--- src/common/nand_bus_pkg.sv ---
package nand_bus_pkg;

    // ##################################################
    // deserializer geometry
    // ##################################################

    // samples per pin per clk_div cycle
    localparam int SERDES_RATIO = 8;

    // dq pins on the flash bus
    localparam int DQ_LANES = 8;

    localparam int DQ_SLICE_W = SERDES_RATIO * DQ_LANES;
    localparam int RD_WORD_W  = 2 * DQ_LANES;
    localparam int STROBE_W   = 2;

    // ##################################################
    // bus types
    // ##################################################

    // bit 0 is the earliest sample
    typedef logic [SERDES_RATIO-1:0]   dqs_slice_t;
    typedef logic [DQ_SLICE_W-1:0]     dq_slice_t;

    // previous slice in the low half, current slice in the high half
    typedef logic [2*SERDES_RATIO-1:0] dqs_pair_t;
    typedef logic [2*DQ_SLICE_W-1:0]   dq_pair_t;

    typedef logic [RD_WORD_W-1:0]      rd_word_t;
    typedef logic [STROBE_W-1:0]       rd_strobe_t;

endpackage

--- src/common/rd_align_pkg.sv ---
package rd_align_pkg;

    import nand_bus_pkg::*;

    // ##################################################
    // read preamble search
    // ##################################################

    // pattern in time order: 0 0 x x 1 1 1, oldest sample in bit 0
    localparam int PREAMBLE_SPAN = 7;
    localparam logic [PREAMBLE_SPAN-1:0] PREAMBLE_MASK  = 7'b111_0011;
    localparam logic [PREAMBLE_SPAN-1:0] PREAMBLE_VALUE = 7'b111_0000;

    // window start positions tried inside one dqs pair
    localparam int SEARCH_OFFSETS = 8;

    // ##################################################
    // fixed bit-slip and word selection
    // ##################################################

    localparam int DQS_SLIP = 6;
    localparam int DQ_SLIP  = DQS_SLIP * DQ_LANES;

    // sample bytes of the pair that form the word
    localparam int LO_SAMPLE = 7;
    localparam int HI_SAMPLE = 3;

    // bit positions of those bytes after the dq slip
    localparam int LO_BIT = LO_SAMPLE * DQ_LANES - DQ_SLIP;
    localparam int HI_BIT = (SERDES_RATIO + HI_SAMPLE) * DQ_LANES - DQ_SLIP;

    localparam rd_strobe_t STROBE_WORD = 2'b01;

    typedef enum logic [1:0] {
        ALIGN_IDLE,
        ALIGN_SEARCH,
        ALIGN_LOCKED
    } align_state_t;

endpackage

--- src/common/rd_capture_if.sv ---
`timescale 1ns/1ps

interface rd_capture_if
    import nand_bus_pkg::*, rd_align_pkg::*;
();

    // aligned dqs history from the lock finder
    dqs_pair_t    dqs_hist;
    logic         locked;
    align_state_t lock_state;

    // sample-ordered dq history from the buffer
    dq_pair_t     dq_hist;

    modport finder_mp (
        output dqs_hist,
        output locked,
        output lock_state
    );

    modport buffer_mp (
        output dq_hist
    );

    modport extract_mp (
        input dqs_hist,
        input locked,
        input lock_state,
        input dq_hist
    );

endinterface

--- src/hw/rd_capture/dqs_lock_finder.sv ---
`timescale 1ns/1ps

module dqs_lock_finder
    import nand_bus_pkg::*, rd_align_pkg::*;
(
    input  logic                  clk_div,
    input  logic                  usr_rst,
    input  dqs_slice_t            i_dqs_slice,
    input  logic                  i_rd_window,
    rd_capture_if.finder_mp       bus
);

    dqs_slice_t   prev_slice;
    dqs_pair_t    cur_pair;
    dqs_pair_t    dqs_hist_q;
    logic         win_prev;
    logic         window_valid;
    logic         preamble_hit;
    align_state_t state;
    align_state_t state_nxt;

    // ##################################################
    // window qualification
    // ##################################################

    // receive window must hold for two slices in a row
    always_ff @(posedge clk_div or posedge usr_rst) begin
        if (usr_rst) begin
            win_prev     <= 1'b0;
            window_valid <= 1'b0;
        end else begin
            win_prev     <= i_rd_window;
            window_valid <= win_prev & i_rd_window;
        end
    end

    // ##################################################
    // dqs history
    // ##################################################

    assign cur_pair = {i_dqs_slice, prev_slice};

    always_ff @(posedge clk_div or posedge usr_rst) begin
        if (usr_rst) begin
            prev_slice <= '0;
            dqs_hist_q <= '0;
        end else begin
            prev_slice <= i_dqs_slice;
            dqs_hist_q <= cur_pair;
        end
    end

    // ##################################################
    // preamble search and lock
    // ##################################################

    // masked compare at every offset of the incoming pair
    always_comb begin
        preamble_hit = 1'b0;
        for (int off = 0; off < SEARCH_OFFSETS; off++) begin
            if ((cur_pair[off +: PREAMBLE_SPAN] & PREAMBLE_MASK) == PREAMBLE_VALUE) begin
                preamble_hit = 1'b1;
            end
        end
    end

    always_comb begin
        state_nxt = state;
        if (!window_valid) begin
            state_nxt = ALIGN_IDLE;
        end else if ((state != ALIGN_LOCKED) && preamble_hit) begin
            state_nxt = ALIGN_LOCKED;
        end else if (state == ALIGN_IDLE) begin
            state_nxt = ALIGN_SEARCH;
        end
    end

    always_ff @(posedge clk_div or posedge usr_rst) begin
        if (usr_rst) begin
            state <= ALIGN_IDLE;
        end else begin
            state <= state_nxt;
        end
    end

    // lock and pair are both registered on the same edge
    assign bus.dqs_hist   = dqs_hist_q;
    assign bus.lock_state = state;
    assign bus.locked     = (state == ALIGN_LOCKED);

endmodule

--- src/hw/rd_capture/dq_sample_buffer.sv ---
`timescale 1ns/1ps

module dq_sample_buffer
    import nand_bus_pkg::*;
(
    input  logic                  clk_div,
    input  logic                  usr_rst,
    input  dq_slice_t             i_dq_lanes,
    rd_capture_if.buffer_mp       bus
);

    dq_slice_t sample_slice;
    dq_slice_t prev_sample;
    dq_pair_t  dq_hist_q;

    // ##################################################
    // lane order to sample order
    // ##################################################

    // input: lane L sample s at bit 8*L+s
    // output: byte s holds sample s of every lane, lane 0 in bit 0
    always_comb begin
        sample_slice = '0;
        for (int s = 0; s < SERDES_RATIO; s++) begin
            for (int l = 0; l < DQ_LANES; l++) begin
                sample_slice[s*DQ_LANES + l] = i_dq_lanes[l*SERDES_RATIO + s];
            end
        end
    end

    // ##################################################
    // two-slice history
    // ##################################################

    always_ff @(posedge clk_div or posedge usr_rst) begin
        if (usr_rst) begin
            prev_sample <= '0;
            dq_hist_q   <= '0;
        end else begin
            prev_sample <= sample_slice;
            // previous slice low, current slice high
            dq_hist_q   <= {sample_slice, prev_sample};
        end
    end

    assign bus.dq_hist = dq_hist_q;

endmodule

--- src/hw/rd_capture/rd_word_extract.sv ---
`timescale 1ns/1ps

module rd_word_extract
    import nand_bus_pkg::*, rd_align_pkg::*;
(
    input  logic                  clk_div,
    input  logic                  usr_rst,
    rd_capture_if.extract_mp      bus,
    output rd_strobe_t            o_strobe,
    output rd_word_t              o_word
);

    dqs_slice_t aligned_dqs;
    dq_slice_t  aligned_dq;
    rd_word_t   word_sel;
    logic       capture_en;
    logic       dqs_toggle;
    rd_strobe_t strobe_s1;
    rd_word_t   word_s1;

    // ##################################################
    // fixed bit-slip
    // ##################################################

    // samples 6..7 of the previous slice and 0..5 of the current one
    assign aligned_dqs = bus.dqs_hist[DQS_SLIP +: SERDES_RATIO];
    assign aligned_dq  = bus.dq_hist[DQ_SLIP +: DQ_SLICE_W];

    // high byte from the current slice, low byte from the previous slice
    assign word_sel = {aligned_dq[HI_BIT +: DQ_LANES], aligned_dq[LO_BIT +: DQ_LANES]};

    // ##################################################
    // edge check
    // ##################################################

    assign capture_en = (bus.lock_state == ALIGN_LOCKED);

    // a flat byte means no dqs edge in this slot
    assign dqs_toggle = (aligned_dqs != '0) && (aligned_dqs != '1);

    // ##################################################
    // output stages
    // ##################################################

    always_ff @(posedge clk_div or posedge usr_rst) begin
        if (usr_rst) begin
            strobe_s1 <= '0;
            word_s1   <= '0;
        end else if (capture_en && dqs_toggle) begin
            strobe_s1 <= STROBE_WORD;
            word_s1   <= word_sel;
        end else begin
            strobe_s1 <= '0;
            word_s1   <= '0;
        end
    end

    always_ff @(posedge clk_div or posedge usr_rst) begin
        if (usr_rst) begin
            o_strobe <= '0;
            o_word   <= '0;
        end else begin
            o_strobe <= strobe_s1;
            o_word   <= word_s1;
        end
    end

endmodule

--- src/hw/nand_rd_capture.sv ---
`timescale 1ns/1ps

module nand_rd_capture
    import nand_bus_pkg::*;
(
    input  logic       clk_div,
    input  logic       usr_rst,

    // deserialized dqs and dq, one slice per cycle
    input  dqs_slice_t i_dqs_slice,
    input  dq_slice_t  i_dq_lanes,

    // dqs tristate enable, 1 while receiving
    input  logic       i_rd_window,

    output rd_strobe_t o_strobe,
    output rd_word_t   o_word,
    output logic       o_locked
);

    rd_capture_if cap_bus ();

    // ##################################################
    // dqs alignment and dq history
    // ##################################################

    dqs_lock_finder u_dqs_lock_finder (
        .clk_div     (clk_div),
        .usr_rst     (usr_rst),
        .i_dqs_slice (i_dqs_slice),
        .i_rd_window (i_rd_window),
        .bus         (cap_bus)
    );

    dq_sample_buffer u_dq_sample_buffer (
        .clk_div    (clk_div),
        .usr_rst    (usr_rst),
        .i_dq_lanes (i_dq_lanes),
        .bus        (cap_bus)
    );

    // ##################################################
    // word extraction
    // ##################################################

    // strobe and word follow the history pair by two cycles
    rd_word_extract u_rd_word_extract (
        .clk_div  (clk_div),
        .usr_rst  (usr_rst),
        .bus      (cap_bus),
        .o_strobe (o_strobe),
        .o_word   (o_word)
    );

    assign o_locked = cap_bus.locked;

endmodule

--- config.mk ---
export PLATFORM = sky130hd
export DESIGN_NAME = nand_rd_capture
export DESIGN_NICKNAME = d
export VERILOG_FILES = /design/src/common/nand_bus_pkg.sv /design/src/common/rd_align_pkg.sv /design/src/common/rd_capture_if.sv /design/src/hw/rd_capture/dqs_lock_finder.sv /design/src/hw/rd_capture/dq_sample_buffer.sv /design/src/hw/rd_capture/rd_word_extract.sv /design/src/hw/nand_rd_capture.sv
export SDC_FILE = /design/constraint.sdc
export NUM_CORES = 1
export LEC_CHECK = 0
export BUFFER_PORTS_ARGS = -buffer_cell sky130_fd_sc_hd__buf_2
export CAP_MARGIN = 20
export CELL_PAD_IN_SITES_DETAIL_PLACEMENT = 0
export CELL_PAD_IN_SITES_GLOBAL_PLACEMENT = 1
export CORE_MARGIN = 4
export CORE_UTILIZATION = 41
export CTS_BUF_LIST = sky130_fd_sc_hd__clkbuf_4 sky130_fd_sc_hd__clkbuf_8
export DETAILED_ROUTE_END_ITERATION = 16
export GPL_TIMING_DRIVEN = 0
export PLACE_DENSITY = 0.86
export SYNTH_ARGS = -nofsm -noshare
export SYNTH_HDL_FRONTEND = slang
export SYNTH_SLANG_ARGS = --single-unit
--- constraint.sdc ---
create_clock -name clk_div -period 6.3 [get_ports clk_div]
set_input_delay 1.26 -clock clk_div [delete_from_list [all_inputs] [get_ports clk_div]]
set_output_delay 1.26 -clock clk_div [all_outputs]
set_load 0.03 [all_outputs]
After elaboration in Yosys (flattened, before gate mapping)
Cells that the tools add are included.
{"block": "op_classes", "n_eq_ne": 12, "n_reduce_logical": 5, "bitwise_logic": 1, "muxes": 13}
{"operator": "$eq A5 B5 Y1 const B", "count": 8}
{"operator": "$mux W16", "count": 1}
{"operator": "$mux W1", "count": 9}
{"operator": "$ne A8 B8 Y1 const B", "count": 1}
{"operator": "$reduce_bool A8 Y1", "count": 1}
{"operator": "$mux W2", "count": 3}
{"operator": "$logic_and A1 B1 Y1", "count": 3}
{"operator": "$ne A3 B3 Y1 const B", "count": 1}
{"operator": "$eq A2 B2 Y1 const B", "count": 1}
{"operator": "$logic_not A2 Y1", "count": 1}
{"operator": "$ne A2 B2 Y1 const B", "count": 1}
{"operator": "$and A1 B1 Y1", "count": 1}
{"block": "totals", "in_bits": 75, "out_inout_bits": 19, "elab_cells": 42, "register_bits": 220}

Depth between registers and ports, before layout
Gate-level depths: netlist of run 1.
{"block": "logic_depth", "word_depth": 12, "ltp_mapped": 5, "depth_no_buf": 4}

By module
A second synthesis of run 1 with hierarchy kept.
{"block": "unflattened", "cells_unflattened": 233, "area_unflattened_um2": 4971.0}
{"module": "dq_sample_buffer", "seq_area_each_um2": 3203.1, "instances": 1, "area_per_inst_um2": 3206.8, "cells_each": 129}
{"module": "rd_word_extract", "seq_area_each_um2": 850.8, "instances": 1, "area_per_inst_um2": 1128.6, "cells_each": 63}
{"module": "dqs_lock_finder", "seq_area_each_um2": 500.5, "instances": 1, "area_per_inst_um2": 635.6, "cells_each": 41}

Least setup slack after synthesis of run 1
No wires, ideal clock.
{"block": "synth_timing", "path_type": "input-to-reg", "startpoint": "input i_dqs_slice[1]", "endpoint": "register u_dqs_lock_finder.state[1], in the netlist u_dqs_lock_finder.bus.lock_state[1]", "required_time_ps": 6171, "path_buffers": 0, "setup_ps": 129, "path_stages": 4, "setup_slack_ps": 4243, "arrival_time_ps": 1928, "cell_sequence": "nand2b_1 -> a21oi_1 -> o21a_1 -> o41a_1"}
{"block": "synth_via", "elab_chain_len": 9, "word_cells_on_any_way": 12, "classes_between": "4 x eq/ne; 7 x mux; 1 x reduce/logical"}
{"item": "from (decl)", "line": "nand_rd_capture.sv:10", "rtl": "input dqs_slice_t i_dqs_slice,"}
{"item": "$eq A5 B5 Y1", "line": "dqs_lock_finder.sv:61", "rtl": "if ((cur_pair[off +: PREAMBLE_SPAN] & PREAMBLE_MASK) == PREAMBLE_VALUE) begin"}
{"item": "$mux W1 (2 in series)", "line": "dqs_lock_finder.sv:61"}
{"item": "$mux W1 * (3 in series)", "line": "dqs_lock_finder.sv:61"}
{"item": "$logic_and A1 B1 Y1 *", "line": "dqs_lock_finder.sv:71", "rtl": "end else if ((state != ALIGN_LOCKED) && preamble_hit) begin"}
{"item": "$mux W2", "line": "dqs_lock_finder.sv:71"}
{"item": "$mux W2", "line": "dqs_lock_finder.sv:69", "rtl": "if (!window_valid) begin"}
{"item": "to (signal assigned)", "line": "dqs_lock_finder.sv:82", "rtl": "state <= state_nxt;"}
{"item": "to (decl)", "line": "dqs_lock_finder.sv:19", "rtl": "align_state_t state;"}
Mark *: on every way between the ends. The rest lies on a longest branch, timed or not.
A chain may end at the register's enable or synchronous reset.

Worst setup path in the final report of run 1
{"block": "layout_timing", "startpoint": "register u_dqs_lock_finder.state[0], in the netlist u_dqs_lock_finder.bus.lock_state[0]", "endpoint": "output o_locked"}
{"block": "layout_via", "elab_chain_len": 1}
{"item": "$eq A2 B2 Y1", "line": "dqs_lock_finder.sv:89", "rtl": "assign bus.locked = (state == ALIGN_LOCKED);"}
{"item": "to (decl)", "line": "nand_rd_capture.sv:18", "rtl": "output logic o_locked"}
Every way passes these cells.

==> results.md, run 1 <==
* MaxCap Viol Count at 0
* CTS tree: built
* Grt ovf at 0
* DR top layer: met4
* Syn Area/Cell at 17.4 um^2
* Setup CP Type: register to output port
* First-pass GRT wire length at 5580 um
* Largest net degree at the start of global routing at 38
* Peak supply drop at 0.184 mV
* Gpl congestion at 0.728
* Hold Path Depth at 0
* Final Hold Viols at 0
* Die Wd at 79.7 um
* Post-Place Cell Area at 2430 um^2
* Post-synthesis cell type count at 20
* Top cells by area, synth: dfrtp_1 (86%), and2_1 (5.1%), nand2b_1 (1.2%)
* Seq/Total Area, Yosys at 0.856
* R2r setup slk at 4.91 ns
* Pre-CTS setup slack at 4.06 ns
* Post-synthesis cell count at 121
* Clock slew at reported path FFs at 0.07 ns
* Post-synthesis mux area share at 0
* Critical Path RT at 5.04 ns
* CP startpoint kind: register
* Crit path from: u_dqs_lock_finder.bus.lock_state[0]
* Fin cells at 249
* Yosys top cell by area: dfrtp_1
* Slew HR at 0.501
* Hold_sp: u_rd_word_extract.word_s1[7]
* Post-Synth Adder-Cell Area at 0
* Final setup vio count at 0
* WL per Instance at 13.0 um
* Final hold slack at 0.348 ns
* Status: finished clean
* RSZ-0062 raised after global routing: no
* Area overhead of the layout relative to synthesis at 29.7%
* ANT nets after route at 0
* Htree depth at 3
* Layout cell share with drive strength beyond 1 at 0.357
* Yosys warns at 0
* Setup ws final at 3.91 ns
* Inst Count DP at 233
* Setup Buffers After CTS at 0
* PD cells at 383 nW/um^2
* Largest buffer count on any clock path at 2
* Initial antenna violation count at 0
* Die footprint at 6350 um^2
* CTS Hold Bufs at 0
* R2R Path Start: u_dqs_lock_finder.prev_slice[2]
* Rows at 25
* Hpwl dp at 2310 um
* Total CTS buffers at 9
* LEAKAGE at 1.42 nW
* Vias per cell at 4.27
* Tightest Pin Transition at 0.748 ns
* DR DRC count at 0
* Largest stage delay on the critical path at 0.36 ns
* Final net count at 252
* DRT Pass-1 Iters at 4
* Setup Total Neg Slack at 0 ns
* Metal2 WL at 1670 um
* Hold Path Class: register to register
* Worst Path Buf+Inv at 2
* Fmax at 418 MHz
* Ant diodes at 0
* DRT Wirelength at 3230 um
* Final Power at 1.05 mW
* Clock Skew at 0.00664 ns
* Slew Limit Fails at 0
* Worst-path fanout max at 3
* Fin util at 0.563
* Arrival time at the worst endpoint at 1.13 ns
* Skew-Pair Late Insertion Delay at 0.34 ns
* CTS sink count at 72
* Met3 WL at 214 um
* M1 WL at 1270 um
* Critical R2R Capture: u_rd_word_extract.word_s1[14]
* Hold EP: u_rd_word_extract.o_word[7]
* Minimum clock period after layout at 2.39 ns
* CP max stage cell: dfrtp_1
* Root buf cell: clkbuf_8
* Area of the mapped netlist at 2110 um^2
* Largest delay contributor family on the critical path: flip-flops
* CP Cell Sequence: nand2b_1, inv_1, buf_2
* Core area at 4850 um^2
* DRT iter0 DRCs at 48
* Die height at 79.7 um
* Overall Global Routing Usage at 0.124
* IO buf count at 44
* Worst setup EP type: output port
* Via Count at 1063
* Resized Gates After CTS at 0
* Post-Syn Nets at 196
* Initial core utilization at 0.434
* Synth Area in Simple Gates at 0.0945
* Compound-gate portion of the synthesized area at 0.0285
* Design area at 2730 um^2
* Final Cycle Share at 0.380
* Post-synthesis xor/xnor area fraction at 0
* Yosys top cell area share at 0.856
* Post-synthesis register bit count at 72
* Main combinational cell family by area after synthesis: simple AND/OR/NAND/NOR gates
* I/O pin cnt at 94
* Reg2reg path depth at 4
* Vias in the first global route at 1176
==> synth_stat cells <==
master and count:
and2_1 17, nand4_1 2, nor4_1 3, o21a_1 1
nand3b_1 1, buf_4 1, o41a_1 1, a21oi_1 1
nand2_1 3, buf_6 1, nor3_1 1, nand2b_1 4
a211oi_2 1, dfrtp_1 72, conb_1 1, nor4b_1 1
nor2_1 1, a22oi_1 2, inv_1 6, o32ai_1 1
==> layout by cell type, fill, tap and decap left out <==
cell type / Yosys / routed
bufinv_16: 0 / 5
inv_1: 6 / 5
a21oi_1: 1 / 1
o41a_1: 1 / 1
nor2_1: 1 / 1
a22oi_1: 2 / 2
nor4b_1: 1 / 1
inv_2: 0 / 1
clkbuf_8: 0 / 11
o21a_1: 1 / 1
o32ai_1: 1 / 1
nor4_1: 3 / 3
conb_1: 1 / 1
a211oi_2: 1 / 1
and2_1: 17 / 17
dfrtp_1: 72 / 72
buf_6: 1 / 1
nand2b_1: 4 / 4
nand2_1: 3 / 3
buf_2: 0 / 44
nand3b_1: 1 / 1
buf_12: 0 / 1
nor3_1: 1 / 1
buf_4: 1 / 1
nand4_1: 2 / 2
==> layout make-up <==
type                            count  area, um^2
Tap cell                           67        83.8
Fill cell                         376        2120
Sequential cell                    72        1800
Multi-Input combinational cell     41         263
Inverter                            6        22.5
Clock buffer                       11         151
Timing Repair Buffer               45         240
Buffer                              2        18.8
Clock inverter                      5         150
==> metal layers <==
metal,global-route usage,up-vias
met5,0,-
met4,0.0670,0
met3,0.0609,7
met2,0.189,28
met1,0.142,527
li1,-,501
==> worst max path at each step <==
stage,end,slack [ns],cells after the start
6_report,o_locked,3.91,3
5_1_grt,o_locked,3.83,3
4_1_cts,o_locked,3.87,3
3_5_place_dp,u_dqs_lock_finder.bus.lock_state[1],4.06,5
3_3_place_gp,u_dqs_lock_finder.win_prev,2.74,2
2_1_floorplan,u_dq_sample_buffer.bus.dq_hist[56],3.22,1
==> worst register-to-register path, delay by kind of cell (launching register included) <==
family	cells	cell delay, ns
flops	1	0.41
simple gates	2	0.51
buf+inv	1	0.17
compound gates	1	0.19
==> registers in the layout (all words and copies together) (netlist names) <==
| register | count |
|---|---|
| u_dq_sample_buffer.bus.dq_hist | 15 |
| u_dq_sample_buffer.prev_sample | 9 |
| u_dqs_lock_finder.window_valid | 1 |
| u_rd_word_extract.o_strobe | 1 |
| u_dqs_lock_finder.prev_slice | 8 |
| u_dqs_lock_finder.win_prev | 1 |
| u_dqs_lock_finder.bus.lock_state | 2 |
| u_dqs_lock_finder.bus.dqs_hist | 2 |
| u_rd_word_extract.strobe_s1 | 1 |
| u_rd_word_extract.o_word | 16 |
| u_rd_word_extract.word_s1 | 16 |
==> cells by family after synthesis <==
| group | Yosys count |
|---|---|
| DFF | 72 |
| and+or+nand+nor | 33 |
| buffers and inverters | 8 |
| AOI/OAI and AO/OA | 7 |
| other | 1 |
==> where the power goes <==
part,leakage (nW),total (mW),switching [mW],internal [mW]
Combinational,0.348,0.0373,0.0232,0.0141
Clock,0.150,0.523,0.158,0.365
Sequential,0.919,0.486,0.00675,0.479
Total,1.42,1.05,0.188,0.858
Note: power is estimated with default switching activity, not from simulation.
==> inputs of run 2 (changes only) <==
--- a/config.mk
+++ b/config.mk
@@ -10,11 +10,11 @@
 export CELL_PAD_IN_SITES_DETAIL_PLACEMENT = 0
 export CELL_PAD_IN_SITES_GLOBAL_PLACEMENT = 1
 export CORE_MARGIN = 4
-export CORE_UTILIZATION = 41
+export CORE_UTILIZATION = 38
 export CTS_BUF_LIST = sky130_fd_sc_hd__clkbuf_4 sky130_fd_sc_hd__clkbuf_8
 export DETAILED_ROUTE_END_ITERATION = 16
 export GPL_TIMING_DRIVEN = 0
-export PLACE_DENSITY = 0.86
+export PLACE_DENSITY = 0.81
 export SYNTH_ARGS = -nofsm -noshare
 export SYNTH_HDL_FRONTEND = slang
 export SYNTH_SLANG_ARGS = --single-unit
==> constraint.sdc (replaced) <==
create_clock -name clk_div -period 2.42 [get_ports clk_div]
set_input_delay 0.484 -clock clk_div [delete_from_list [all_inputs] [get_ports clk_div]]
set_output_delay 0.484 -clock clk_div [all_outputs]
set_load 0.03 [all_outputs]
==> results.md, run 2 (synthesis gave the netlist of run 1 again) <==
* CTS Hold Bufs at 0 (unchanged)
* Slew HR at 0.569 (was 0.501)
* IO buf count at 44 (unchanged)
* Tightest Pin Transition at 0.646 ns (was 0.748 ns)
* Hold Path Class: primary input to async pin (was register to register)
* Core area at 5240 um^2 (was 4850 um^2)
* Inst Count DP at 236 (was 233)
* DR DRC count at 0 (unchanged)
* Fin cells at 252 (was 249)
* Gpl congestion at 0.848 (was 0.728)
* Peak supply drop at 0.442 mV (was 0.184 mV)
* First-pass GRT wire length at 4890 um (was 5580 um)
* Internal cell power at 1.74 mW (was 0.858 mW)
* R2R Path Start: u_dqs_lock_finder.prev_slice[5] (was u_dqs_lock_finder.prev_slice[2])
* Reg area at 1800 um^2 (unchanged)
* I/O pin cnt at 94 (unchanged)
* Sw frac at 0.220 (was 0.180)
* ANT nets after route at 0 (unchanged)
* Crit path from: u_dqs_lock_finder.bus.lock_state[0] (unchanged)
* CP startpoint kind: register (unchanged)
* DRT Wirelength at 2960 um (was 3230 um)
* Rows at 26 (was 25)
* Total CTS buffers at 9 (unchanged)
* LEAKAGE at 1.36 nW (was 1.42 nW)
* Logic pwr share at 0.043 (was 0.036)
* Fmax at 622 MHz
* Slew Limit Fails at 0 (unchanged)
* Initial core utilization at 0.402 (was 0.434)
* MaxCap Viol Count at 0 (unchanged)
* Clock group share of total power at 0.389 (was 0.500)
* Grt ovf at 0 (unchanged)
* Clock slew at reported path FFs at 0.07 ns (about the same)
* Die Wd at 82.4 um (was 79.7 um)
* Arrival time at the worst endpoint at 1.12 ns (was 1.13 ns)
* Overall Global Routing Usage at 0.104 (was 0.124)
* CTS tree: built (unchanged)
* Status: finished clean (unchanged)
* Final Power at 2.23 mW (was 1.05 mW)
* Largest buffer count on any clock path at 2 (unchanged)
* Minimum clock period after layout at 1.61 ns
* NetSw at 0.491 mW (was 0.188 mW)
* Ant diodes at 0 (unchanged)
* RSZ-0062 raised after global routing: no (unchanged)
* Final setup vio count at 0 (unchanged)
* PD cells at 849 nW/um^2 (was 383 nW/um^2)
* Worst-path fanout max at 3 (unchanged)
* Worst setup EP type: output port (unchanged)
* Via Count at 1018 (was 1063)
* Clock Skew at 0.00647 ns (was 0.00664 ns)
* Fill cells at 441 (was 376)
* Area overhead of the layout relative to synthesis at 24.7% (was 29.7%)
* Final Hold Viols at 0 (unchanged)
* Htree depth at 3 (unchanged)
* CTS sink count at 72 (unchanged)
* Vias per cell at 4.04 (was 4.27)
* DRT Pass-1 Iters at 4 (unchanged)
* Layout cell share with drive strength beyond 1 at 0.357 (unchanged)
* Fin util at 0.501 (was 0.563)
* Critical Path RT at 1.94 ns (was 5.04 ns)
* Root buf cell: clkbuf_8 (unchanged)
* Die height at 82.4 um (was 79.7 um)
* Skew-Pair Late Insertion Delay at 0.33 ns (was 0.34 ns)
* Seq pwr share at 0.567 (was 0.464)
* Setup Buffers After CTS at 0 (unchanged)
* Initial antenna violation count at 0 (unchanged)
* Setup CP Type: register to output port (unchanged)
* Final Cycle Share at 0.665
* Multi-input gate area at 263 um^2 (unchanged)
* Final net count at 252 (unchanged)
* Commonest cells after routing, fill and taps aside: dfrtp_1 (72), buf_2 (44), and2_1 (17) (unchanged)
* Resized Gates After CTS at 0 (unchanged)
* DRT iter0 DRCs at 47 (was 48)
* Vias in the first global route at 1038 (was 1176)
* Largest net degree at the start of global routing at 43 (was 38)
* WL per Instance at 11.8 um (was 13.0 um)
* Commonest non-fill, non-tap cell in the layout: dfrtp_1 (unchanged)
* Die footprint at 6800 um^2 (was 6350 um^2)
-- run 2: area by class of cell --
class / instances / share of cell area
repair buffers: 45 / 0.0915
clock inverters: 4 / 0.0105
well taps: 70 / 0.0333
clock buffers: 12 / 0.0629
multi-input cells: 41 / 0.100
plain buffers: 2 / 0.00715
flip-flops and latches: 72 / 0.686
inverters: 6 / 0.00858
-- run 2: worst paths after layout --
kind                                                      endpoint  slack, ns  cells past startpoint
max in group asynchronous       u_dq_sample_buffer.bus.dq_hist[56]       1.55                      3
worst max-delay path                                      o_locked       0.81                      3
worst max register to register        u_rd_word_extract.word_s1[9]       1.03                      5
worst min-delay path                 u_rd_word_extract.o_strobe[0]       0.23                      2
worst min register to register        u_rd_word_extract.o_word[11]       0.35                      0
min in group clk_div            u_dq_sample_buffer.prev_sample[59]       0.25                      1
-- run 2: worst max-delay path, stage by stage, from the launching register on --
cell,delay [ns]
dfrtp_1,0.35
nand2b_1,0.19
inv_1,0.07
buf_2,0.19
-- run 2: through the flow --
stage / hold WS, ns / area, um^2 / worst slack, ns / setup TNS [ns]
3_3_place_gp: 0.333 / 2410 / -0.536 / -38.43
5_1_grt: 0.216 / 2630 / 0.711 / 0
2_1_floorplan: 0.331 / 2110 / 0.111 / 0
3_5_place_dp: 0.335 / 2430 / 0.962 / 0
6_report: 0.232 / 2630 / 0.811 / 0
4_1_cts: 0.232 / 2630 / 0.777 / 0
-- run 2: power by group through the flow --
stage	Sequential [mW]	Combinational [mW]	Clock (mW)
after detailed placement	1.29	0.0992	0
after global routing	1.27	0.110	0.960
after global placement	1.29	0.0932	0
final	1.26	0.0964	0.868
after floorplan	1.30	0.0424	0
after CTS	1.27	0.0997	0.894
-- run 2: metal layers --
metal / vias to the layer above / GRT usage / part of all wire
li1: 499 / - / -
met1: 470 / 0.134 / 0.46
met2: 41 / 0.138 / 0.45
met3: 8 / 0.0597 / 0.078
met4: 0 / 0.0548 / 0.019
met5: - / 0 / 0
